<file path="src/common/rx_settings.svh">
`ifndef RX_SETTINGS_SVH
`define RX_SETTINGS_SVH

// MAC beat format
`define RX_DATA_W               32
`define RX_DATA_BYTES           4
`define RX_PADBYTES_W           2

// Packet queue holds 2**RX_QUEUE_LOG_ELS beats
`define RX_QUEUE_LOG_ELS        4
`define RX_SIZE_QUEUE_LOG_ELS   4

// Frame size in bytes
`define RX_FRAME_SIZE_W         12

`endif
</file>
<file path="src/common/rx_pkg.sv">
`default_nettype none

`include "rx_settings.svh"

package rx_pkg;

    // One beat as stored in the packet queue
    typedef struct packed {
        logic [`RX_DATA_W-1:0]      data;
        logic                       startframe;
        logic                       endframe;
        logic [`RX_PADBYTES_W-1:0]  padbytes;
    } queue_entry_t;

endpackage

`default_nettype wire

</file>
<file path="src/common/rx_beat_if.sv">
`timescale 1ns/1ps
`default_nettype none

`include "rx_settings.svh"

interface rx_beat_if;

    logic                       val;
    logic [`RX_DATA_W-1:0]      data;
    logic                       startframe;
    logic                       endframe;
    logic [`RX_PADBYTES_W-1:0]  padbytes;
    logic                       rdy;

    modport src (
        output val,
        output data,
        output startframe,
        output endframe,
        output padbytes,
        input  rdy
    );

    modport dst (
        input  val,
        input  data,
        input  startframe,
        input  endframe,
        input  padbytes,
        output rdy
    );

endinterface

`default_nettype wire

</file>
<file path="src/verilog/rx_frame_path.sv">
`timescale 1ns/1ps
`default_nettype none

`include "rx_settings.svh"

module rx_frame_path (
    input  wire logic                       clk,
    input  wire logic                       rst,

    input  wire logic                       mac_val_i,
    input  wire logic [`RX_DATA_W-1:0]      mac_data_i,
    input  wire logic                       mac_last_i,
    input  wire logic [`RX_PADBYTES_W-1:0]  mac_padbytes_i,
    output logic                            mac_rdy_o,

    output logic                            eng_val_o,
    output logic [`RX_DATA_W-1:0]           eng_data_o,
    output logic                            eng_startframe_o,
    output logic                            eng_endframe_o,
    output logic [`RX_PADBYTES_W-1:0]       eng_padbytes_o,
    output logic [`RX_FRAME_SIZE_W-1:0]     eng_frame_size_o,
    input  wire logic                       eng_rdy_i
);

    rx_beat_if sf_beat ();
    rx_beat_if q_beat ();

    logic                           size_rd_req;
    logic                           size_empty;
    logic [`RX_FRAME_SIZE_W-1:0]    size_rd_data;

    startframe_convert startframe_convert_inst (
        .clk            (clk),
        .rst            (rst),
        .mac_val_i      (mac_val_i),
        .mac_data_i     (mac_data_i),
        .mac_last_i     (mac_last_i),
        .mac_padbytes_i (mac_padbytes_i),
        .mac_rdy_o      (mac_rdy_o),
        .dst_o          (sf_beat.src)
    );

    pkt_queue_ctrl pkt_queue_ctrl_inst (
        .clk            (clk),
        .rst            (rst),
        .wr_i           (sf_beat.dst),
        .rd_o           (q_beat.src),
        .size_rd_req_i  (size_rd_req),
        .size_empty_o   (size_empty),
        .size_rd_data_o (size_rd_data)
    );

    frame_size_attach frame_size_attach_inst (
        .q_i                (q_beat.dst),
        .size_rd_req_o      (size_rd_req),
        .size_empty_i       (size_empty),
        .size_rd_data_i     (size_rd_data),
        .eng_val_o          (eng_val_o),
        .eng_data_o         (eng_data_o),
        .eng_startframe_o   (eng_startframe_o),
        .eng_endframe_o     (eng_endframe_o),
        .eng_padbytes_o     (eng_padbytes_o),
        .eng_frame_size_o   (eng_frame_size_o),
        .eng_rdy_i          (eng_rdy_i)
    );

endmodule

`default_nettype wire

</file>
<file path="src/verilog/frame_size_attach.sv">
`timescale 1ns/1ps
`default_nettype none

`include "rx_settings.svh"

module frame_size_attach (
    rx_beat_if.dst                          q_i,

    output logic                            size_rd_req_o,
    input  wire logic                       size_empty_i,
    input  wire logic [`RX_FRAME_SIZE_W-1:0] size_rd_data_i,

    output logic                            eng_val_o,
    output logic [`RX_DATA_W-1:0]           eng_data_o,
    output logic                            eng_startframe_o,
    output logic                            eng_endframe_o,
    output logic [`RX_PADBYTES_W-1:0]       eng_padbytes_o,
    output logic [`RX_FRAME_SIZE_W-1:0]     eng_frame_size_o,
    input  wire logic                       eng_rdy_i
);

    logic start_xfer;

    assign eng_val_o = q_i.val;
    assign eng_data_o = q_i.data;
    assign eng_startframe_o = q_i.startframe;
    assign eng_endframe_o = q_i.endframe;
    assign eng_padbytes_o = q_i.padbytes;
    assign q_i.rdy = eng_rdy_i;

    // Size of the waiting frame sits at the FIFO head
    assign eng_frame_size_o = size_rd_data_i;

    // A committed frame always has its size queued
    assign start_xfer = q_i.val & q_i.startframe & eng_rdy_i;
    assign size_rd_req_o = start_xfer & ~size_empty_i;

endmodule

`default_nettype wire

</file>
<file path="src/startframe_convert/startframe_convert.sv">
`timescale 1ns/1ps
`default_nettype none

`include "rx_settings.svh"

module startframe_convert (
    input  wire logic                       clk,
    input  wire logic                       rst,

    input  wire logic                       mac_val_i,
    input  wire logic [`RX_DATA_W-1:0]      mac_data_i,
    input  wire logic                       mac_last_i,
    input  wire logic [`RX_PADBYTES_W-1:0]  mac_padbytes_i,
    output logic                            mac_rdy_o,

    rx_beat_if.src                          dst_o
);

    logic                       out_val;
    logic [`RX_DATA_W-1:0]      out_data;
    logic                       out_startframe;
    logic                       out_endframe;
    logic [`RX_PADBYTES_W-1:0]  out_padbytes;
    logic                       expect_start;
    logic                       accept;

    // Register is free when empty or being drained this cycle
    assign mac_rdy_o = ~out_val | dst_o.rdy;
    assign accept = mac_val_i & mac_rdy_o;

    always_ff @(posedge clk) begin
        if (rst) begin
            out_val <= 1'b0;
            expect_start <= 1'b1;
        end else begin
            if (mac_rdy_o) begin
                out_val <= mac_val_i;
            end
            // Next beat after a last beat opens a new frame
            if (accept) begin
                expect_start <= mac_last_i;
            end
        end
    end

    always_ff @(posedge clk) begin
        if (accept) begin
            out_data <= mac_data_i;
            out_startframe <= expect_start;
            out_endframe <= mac_last_i;
            out_padbytes <= mac_padbytes_i;
        end
    end

    assign dst_o.val = out_val;
    assign dst_o.data = out_data;
    assign dst_o.startframe = out_startframe;
    assign dst_o.endframe = out_endframe;
    assign dst_o.padbytes = out_padbytes;

endmodule

`default_nettype wire

</file>
<file path="src/pkt_queue/pkt_queue_ctrl.sv">
`timescale 1ns/1ps
`default_nettype none

`include "rx_settings.svh"

module pkt_queue_ctrl (
    input  wire logic                       clk,
    input  wire logic                       rst,

    rx_beat_if.dst                          wr_i,
    rx_beat_if.src                          rd_o,

    input  wire logic                       size_rd_req_i,
    output logic                            size_empty_o,
    output logic [`RX_FRAME_SIZE_W-1:0]     size_rd_data_o
);

    localparam int LOG_ELS = `RX_QUEUE_LOG_ELS;
    localparam int ELS = 1 << LOG_ELS;
    localparam int FSW = `RX_FRAME_SIZE_W;

    rx_pkg::queue_entry_t       mem [ELS];
    rx_pkg::queue_entry_t       wr_entry;
    rx_pkg::queue_entry_t       rd_entry;

    // Extra MSB tells full from empty
    logic [LOG_ELS:0]           rd_ptr;
    logic [LOG_ELS:0]           commit_ptr;
    logic [LOG_ELS:0]           tent_ptr;
    logic [FSW-1:0]             byte_cnt;
    logic [FSW-1:0]             frame_size;
    logic                       dropping;

    logic                       mem_full;
    logic                       size_full;
    logic                       overflow;
    logic                       store;
    logic                       size_push;
    logic                       rd_xfer;

    // No back-pressure, overflow drops the frame instead
    assign wr_i.rdy = 1'b1;

    assign wr_entry.data = wr_i.data;
    assign wr_entry.startframe = wr_i.startframe;
    assign wr_entry.endframe = wr_i.endframe;
    assign wr_entry.padbytes = wr_i.padbytes;

    assign mem_full = (tent_ptr[LOG_ELS] != rd_ptr[LOG_ELS])
                    && (tent_ptr[LOG_ELS-1:0] == rd_ptr[LOG_ELS-1:0]);
    assign overflow = mem_full | (wr_i.endframe & size_full);
    assign store = wr_i.val & ~dropping & ~overflow;
    assign size_push = store & wr_i.endframe;

    assign frame_size = byte_cnt + FSW'(`RX_DATA_BYTES) - FSW'(wr_i.padbytes);

    always_ff @(posedge clk) begin
        if (rst) begin
            commit_ptr <= '0;
            tent_ptr <= '0;
            byte_cnt <= '0;
            dropping <= 1'b0;
        end else if (wr_i.val) begin
            if (dropping) begin
                // Discard until the frame ends
                dropping <= ~wr_i.endframe;
            end else if (overflow) begin
                tent_ptr <= commit_ptr;
                byte_cnt <= '0;
                dropping <= ~wr_i.endframe;
            end else begin
                tent_ptr <= tent_ptr + 1'b1;
                if (wr_i.endframe) begin
                    commit_ptr <= tent_ptr + 1'b1;
                    byte_cnt <= '0;
                end else begin
                    byte_cnt <= byte_cnt + FSW'(`RX_DATA_BYTES);
                end
            end
        end
    end

    always_ff @(posedge clk) begin
        if (store) begin
            mem[tent_ptr[LOG_ELS-1:0]] <= wr_entry;
        end
    end

    // Reader only sees committed frames
    assign rd_entry = mem[rd_ptr[LOG_ELS-1:0]];
    assign rd_o.val = (rd_ptr != commit_ptr);
    assign rd_o.data = rd_entry.data;
    assign rd_o.startframe = rd_entry.startframe;
    assign rd_o.endframe = rd_entry.endframe;
    assign rd_o.padbytes = rd_entry.padbytes;
    assign rd_xfer = rd_o.val & rd_o.rdy;

    always_ff @(posedge clk) begin
        if (rst) begin
            rd_ptr <= '0;
        end else if (rd_xfer) begin
            rd_ptr <= rd_ptr + 1'b1;
        end
    end

    pkt_fifo #(
        .WIDTH      (FSW),
        .LOG_ELS    (`RX_SIZE_QUEUE_LOG_ELS)
    ) size_fifo (
        .clk        (clk),
        .rst        (rst),
        .wr_req_i   (size_push),
        .wr_data_i  (frame_size),
        .rd_req_i   (size_rd_req_i),
        .full_o     (size_full),
        .empty_o    (size_empty_o),
        .rd_data_o  (size_rd_data_o)
    );

endmodule

`default_nettype wire

</file>
<file path="src/pkt_queue/pkt_fifo.sv">
`timescale 1ns/1ps
`default_nettype none

module pkt_fifo #(
    parameter int WIDTH = 8,
    parameter int LOG_ELS = 4
) (
    input  wire logic               clk,
    input  wire logic               rst,

    input  wire logic               wr_req_i,
    input  wire logic [WIDTH-1:0]   wr_data_i,
    input  wire logic               rd_req_i,

    output logic                    full_o,
    output logic                    empty_o,
    output logic [WIDTH-1:0]        rd_data_o
);

    localparam int ELS = 1 << LOG_ELS;

    logic [WIDTH-1:0]   mem [ELS];
    logic [LOG_ELS:0]   wr_ptr;
    logic [LOG_ELS:0]   rd_ptr;
    logic               do_wr;
    logic               do_rd;

    assign empty_o = (wr_ptr == rd_ptr);
    assign full_o = (wr_ptr[LOG_ELS] != rd_ptr[LOG_ELS])
                  && (wr_ptr[LOG_ELS-1:0] == rd_ptr[LOG_ELS-1:0]);
    assign do_wr = wr_req_i & ~full_o;
    assign do_rd = rd_req_i & ~empty_o;

    always_ff @(posedge clk) begin
        if (rst) begin
            wr_ptr <= '0;
            rd_ptr <= '0;
        end else begin
            if (do_wr) begin
                wr_ptr <= wr_ptr + 1'b1;
            end
            if (do_rd) begin
                rd_ptr <= rd_ptr + 1'b1;
            end
        end
    end

    always_ff @(posedge clk) begin
        if (do_wr) begin
            mem[wr_ptr[LOG_ELS-1:0]] <= wr_data_i;
        end
    end

    // Head of queue
    assign rd_data_o = mem[rd_ptr[LOG_ELS-1:0]];

endmodule

`default_nettype wire

</file>
<file path="config.mk">
export PLATFORM = sky130hd
export DESIGN_NAME = rx_frame_path
export DESIGN_NICKNAME = d
export VERILOG_FILES = /design/src/common/rx_pkg.sv /design/src/common/rx_beat_if.sv /design/src/verilog/rx_frame_path.sv /design/src/verilog/frame_size_attach.sv /design/src/startframe_convert/startframe_convert.sv /design/src/pkt_queue/pkt_queue_ctrl.sv /design/src/pkt_queue/pkt_fifo.sv
export VERILOG_INCLUDE_DIRS = /design/src /design/src/common
export SDC_FILE = /design/constraint.sdc
export NUM_CORES = 1
export LEC_CHECK = 0
export ABC_AREA = 0
export BUFFER_PORTS_ARGS = -buffer_cell sky130_fd_sc_hd__buf_2
export CAP_MARGIN = 10
export CORE_MARGIN = 10
export CORE_UTILIZATION = 65
export CTS_BUF_LIST = sky130_fd_sc_hd__clkbuf_2
export DETAILED_ROUTE_END_ITERATION = 7
export GPL_ROUTABILITY_DRIVEN = 0
export PLACE_DENSITY = 0.83
export SYNTH_ARGS = -nofsm -noshare
export SYNTH_HDL_FRONTEND = slang
export SYNTH_SLANG_ARGS = --single-unit
</file>
<file path="constraint.sdc">
create_clock -name clk -period 10.2 [get_ports clk]
set_clock_uncertainty 0.2 [all_clocks]
set_input_delay 1.53 -clock clk [delete_from_list [all_inputs] [get_ports clk]]
set_output_delay 1.53 -clock clk [all_outputs]
set_load 0.1 [all_outputs]
</file>
; ---- After elaboration in Yosys (flattened, before gate mapping)
; Memories as Yosys holds them, arrays and structs flattened. A register that Yosys moved wholly into a read port is not among the register bits.
; Cells that the tools add are included.
[op_classes]
bitwise_logic = 16
n_mux = 13
n_eq_ne = 6
reduce_logical = 4
n_addsub = 6
[op_table]
columns = op, n
row1 = 12-bit 2-to-1 mux, 2
row2 = 5-bit by 1-bit adder with 5-bit output (second input constant), 4
row3 = 4-bit 2-to-1 mux, 4
row4 = 12-bit by 3-bit adder with 12-bit output (second input constant), 1
row5 = 12-bit by 2-bit subtractor with 12-bit output, 1
row6 = 1-bit bitwise AND, 10
row7 = 4-bit == test, 2
row8 = 1-bit 2-to-1 mux, 6
row9 = 5-bit == test, 1
row10 = 5-bit 2-to-1 mux, 1
row11 = 5-bit != test, 1
row12 = 1-bit inverter, 5
row13 = 4-bit AND reduction, 1
row14 = 1-bit logical AND, 2
row15 = 1-bit != test, 2
row16 = 2-bit AND reduction, 1
row17 = 1-bit bitwise OR, 1
[word_totals]
reg_bits = 76
out_inout_bits = 50
mem_bits_rw = 768
mem_count = 2
inputBits = 39
wordCells = 60
[mem_list]
columns = name, depth, width, rd, rd_clocked_by_memory_dff, write_ports, line
row1 = pkt_queue_ctrl_inst.mem, 16, 36, 1, 1, 1, pkt_queue_ctrl.sv:22  ; rx_pkg::queue_entry_t mem [ELS];
row2 = pkt_queue_ctrl_inst.size_fifo.mem, 16, 12, 1, 1, 1, pkt_fifo.sv:22  ; logic [WIDTH-1:0] mem [ELS];

; ---- Logic depth before layout (Yosys ltp)
[depth]
ltp_word = 10
ltp_mapped = 8
depth_no_buf = 7

; ---- Hierarchy
; Synthesis repeated with hierarchy kept, for this count alone.
[unflattened]
hier_cells = 1510
hier_area_um2 = 33241.9
[modules_own_cells]
columns = mod, n_inst, cells_per_inst, seq_area_each_um2, area_each_um2
row1 = pkt_queue_ctrl, 1, 1048, 17897.2, 23586.4
row2 = pkt_fifo, 1, 366, 6045.8, 8102.8
row3 = startframe_convert, 1, 45, 1121.1, 1167.4
row4 = frame_size_attach, 1, 51, 0.0, 385.4

; ---- Worst setup path after synthesis
; OpenSTA, ideal clock, no wires.
[synth_timing]
kind = reg2reg
start = register pkt_queue_ctrl_inst.tent_ptr[3]
end = memory pkt_queue_ctrl_inst.mem[0][0] (netlist bit), enable pin
synth_period_minus_slack_ps = 5856
path_slack_ps = 4344
t_arrival_ps = 5124
t_required_ps = 9468
path_buffers = 2
setup_ps = 532
stages_incl_launch_ff = 8
cell_sequence = dfxtp_1 -> buf_2 -> xor2_1 -> nor3_4 -> o2bb2a_4 -> buf_2 -> nand2_1 -> nor4b_1
[synth_between]
elab_chain_cells = 7
[synth_rtl]
columns = item, line
row1 = start: declaration, pkt_queue_ctrl.sv:29  ; logic [LOG_ELS:0] tent_ptr;
row2 = start signal: assignment, pkt_queue_ctrl.sv:68  ; tent_ptr <= commit_ptr;
row3 = start signal: assignment, pkt_queue_ctrl.sv:72  ; tent_ptr <= tent_ptr + 1'b1;
row4 = 4-bit == test, pkt_queue_ctrl.sv:50  ; && (tent_ptr[LOG_ELS-1:0] == rd_ptr[LOG_ELS-1:0]);
row5 = 1-bit logical AND, pkt_queue_ctrl.sv:50
row6 = 1-bit bitwise OR, pkt_queue_ctrl.sv:51  ; assign overflow = mem_full | (wr_i.endframe & size_full);
row7 = 1-bit inverter, pkt_queue_ctrl.sv:52  ; assign store = wr_i.val & ~dropping & ~overflow;
row8 = 1-bit bitwise AND, pkt_queue_ctrl.sv:52
row9 = 1-bit 2-to-1 mux, pkt_queue_ctrl.sv:84  ; if (store) begin
row10 = 1-bit 2-to-1 mux (implied by the code), pkt_queue_ctrl.sv:85  ; mem[tent_ptr[LOG_ELS-1:0]] <= wr_entry;
row11 = end: declaration, pkt_queue_ctrl.sv:22
; Parallel ways exist; a longest one is shown, timed or not.

==> results.json <==
{
  "min_period_ns": 6.61,
  "dp_hpwl_microns": 38400,
  "worst_setup_path_end_kind": "output pin",
  "synthCells": 1455,
  "drtIter0Drc": 2037,
  "slew_headroom_pct": 21.2,
  "cts_tree": "yes",
  "cts_sinks": 850,
  "ys_warn_count": 0,
  "cts.reportedPaths.clkPinSlew_ns": 0.12,
  "core_area_sq_um": 50100,
  "min_period_over_period_pct": 64.8,
  "syn_avg_cell_area_sq_um": 22.5,
  "routed_wl_microns": 72600,
  "wl_per_cell_microns": 28.7,
  "io_buffers": 87,
  "status": "completed",
  "cp_common_cell": "mux4_2",
  "synth.yosys.seq_area_share_pct": 76.4,
  "die_h_microns": 245,
  "holdCritStartpoint": "mac_data_i[13]",
  "grt_max_degree": 79,
  "syn_nets": 1507,
  "nFillCells": 2873,
  "p_leak_nw": 11.6,
  "post-route-drc-count": 0,
  "setup_viol": 0,
  "path_buf_inv": 2,
  "cap_violations": 0,
  "area_growth_pct": 10.1,
  "crit_required_ns": 8.47,
  "final-hold-violation-count": 0,
  "overflow": 0,
  "synth_top_flop_cell": "edfxtp_1",
  "start_util_pct": 65.5,
  "antenna_found_initial": 2,
  "hold_depth": 1,
  "critPathKind": "reg -> out",
  "grtUsageTotal_pct": 24.9,
  "ff_latch_area_sq_um": 25100,
  "switchingPower_mw": 1.87,
  "synth-edff-count": 804,
  "cp_top_family": "buffers and inverters",
  "ios": 89,
  "p_seq_share_pct": 57.0,
  "swShare_pct": 26.9,
  "synthArstFlopShare_pct": 0,
  "reg2reg_slack_ns": 6.32,
  "design.die.area_sq_um": 59800,
  "final_common_cell": "edfxtp_1",
  "fp-row-count": 82,
  "synthDistinctLibCells": 62,
  "power.total_mw": 6.96,
  "power_density_nw_per_um2": 193,
  "multi_input_area_sq_um": 7450,
  "crit_slowest_cell": "dfxtp_4",
  "drive_above_1_share_pct": 37.8,
  "clk_latency_ns": 1.40,
  "hp-class": "in -> reg",
  "reg2reg_depth": 6,
  "die_w_microns": 245,
  "fin_tns_setup_ns": 0,
  "path_cells": "buf_4 -> mux4_2 -> mux4_2 -> buf_2",
  "nets": 1752,
  "htreeDepth": 4,
  "syn_area_sq_um": 32800,
  "fmax_mhz": 151,
  "rsz0062_at_grt": "no",
  "ir_worst_vdd_uv": 142,
  "finalMaxSlewViolations": 0,
  "cts_buffers": 191,
  "path_max_fanout": 51,
  "grt_pass1_vias": 17399,
  "cts.path.max_buffers": 3,
  "clockRootBuffer": "clkbuf_2",
  "tightestPinTransition_ns": 1.17,
  "vias": 16483,
  "min_to": "startframe_convert_inst.dst_o.data[13]",
  "cp-start-kind": "register",
  "clock_power_share_pct": 31.8,
  "dr.pass1.iters": 5,
  "grt_pass1_wl_microns": 109000,
  "slowest_delay_ns": 1.01,
  "ys_seq_elements": 850,
  "p_comb_share_pct": 11.2,
  "p_int_mw": 5.09,
  "drtAntennaViolNets": 0,
  "layout_common_cells": "804 x edfxtp_1, 284 x clkbuf_2, 239 x mux4_2",
  "via_per_inst": 6.51,
  "arrival_ns": 4.88
}
## layer usage
metal | track usage [%] | part of all wire (%)
met5 | 0 | 0
met4 | 11.2 | 3.3
met3 | 6.05 | 8.9
met2 | 40.4 | 52
met1 | 31.9 | 36
## cell type report
type,count,share of cell area (%)
sequential,850,69.5
clock inverter,67,1.28
timing repair buffer,132,2.22
inverter,12,0.125
antenna,3,0.0208
tap,672,2.33
multi-input combinational,513,20.6
clock buffer,284,3.94
## worst max-delay path by stage
stage | slack [ns] | endpoint | depth (start not counted) | from
2_1_floorplan | 4.34 | pkt_queue_ctrl_inst.mem[0][0] | 7 | pkt_queue_ctrl_inst.tent_ptr[3]
3_3_place_gp | 4.96 | eng_padbytes_o[0] | 4 | register
3_5_place_dp | 4.91 | eng_padbytes_o[0] | 4 | register
4_1_cts | 3.35 | eng_padbytes_o[0] | 4 | register
5_1_grt | 3.16 | eng_data_o[31] | 4 | register
6_report | 3.59 | eng_padbytes_o[1] | 4 | register
## flip-flops by register name, indices dropped and copies added (netlist names), named ones only
name / count
startframe_convert_inst.dst_o.data: 32
pkt_queue_ctrl_inst.size_fifo.rd_ptr: 5
startframe_convert_inst.dst_o.endframe: 1
pkt_queue_ctrl_inst.size_fifo.wr_ptr: 5
pkt_queue_ctrl_inst.size_fifo.mem: 192
startframe_convert_inst.dst_o.startframe: 1
pkt_queue_ctrl_inst.byte_cnt: 10
pkt_queue_ctrl_inst.rd_ptr: 5
pkt_queue_ctrl_inst.dropping: 1
pkt_queue_ctrl_inst.commit_ptr: 5
startframe_convert_inst.expect_start: 1
startframe_convert_inst.dst_o.val: 1
pkt_queue_ctrl_inst.tent_ptr: 5
startframe_convert_inst.dst_o.padbytes: 2
pkt_queue_ctrl_inst.mem: 576
## through the flow
stage	instances	setup slack, ns	utilization [%]	instance area [sq um]	hold slack, ns
2_1_floorplan	1455	4.34	-	32800	0.208
3_3_place_gp	2166	4.96	68.1	34100	0.219
3_5_place_dp	2166	4.91	68.1	34100	0.233
4_1_cts	2528	3.35	72.1	36100	0.00141
5_1_grt	2533	3.16	72.1	36100	0.00300
6_report	2533	3.59	72.1	36100	0.144
## synthesized netlist by cell type (all sizes together), types with 5 or more instances
| cell type | instances | area [sq um] |
|---|---|---|
| a31oi | 7 | 43.8 |
| xor2 | 17 | 149 |
| nor2 | 34 | 128 |
| nor3 | 10 | 66.3 |
| o21ai | 16 | 80.1 |
| nand3 | 18 | 90.1 |
| and4b | 9 | 90.1 |
| nand2 | 21 | 78.8 |
| ha | 13 | 163 |
| dfxtp | 46 | 921 |
| nor2b | 10 | 62.6 |
| mux2i | 7 | 70.1 |
| clkbuf | 42 | 158 |
| nand4 | 7 | 43.8 |
| inv | 11 | 41.3 |
| a211oi | 8 | 60.1 |
| xnor2 | 19 | 166 |
| buf | 38 | 189 |
| and3 | 5 | 31.3 |
| mux2 | 9 | 105 |
| nor4b | 6 | 58.8 |
| edfxtp | 804 | 24100 |
| mux4 | 239 | 5380 |
## cells by family after synthesis
logic type	share of synthesized area, %
compound gates	1.46
xor+xnor	0.962
mux	16.9
flops	76.4
other cells	0.0114
fa+ha+maj	0.496
simple gates	2.50
buf+inv	1.19
## power groups by stage
stage                     Sequential (mW)  Clock [mW]  Combinational [mW]
final                                3.97        2.21               0.777
after global routing                 3.98        2.44               0.811
after CTS                            3.97        2.26               0.787
after detailed placement             4.05           0               0.779
after global placement               4.04           0               0.760
after floorplan                      3.98           0               0.680
## what timing repair did
action	in CTS	in global routing
hold buffers	11	0
gates resized for setup	0	0
setup buffers	0	0
endpoints found under the hold margin	11	0
(Power assumes the default switching activity.)
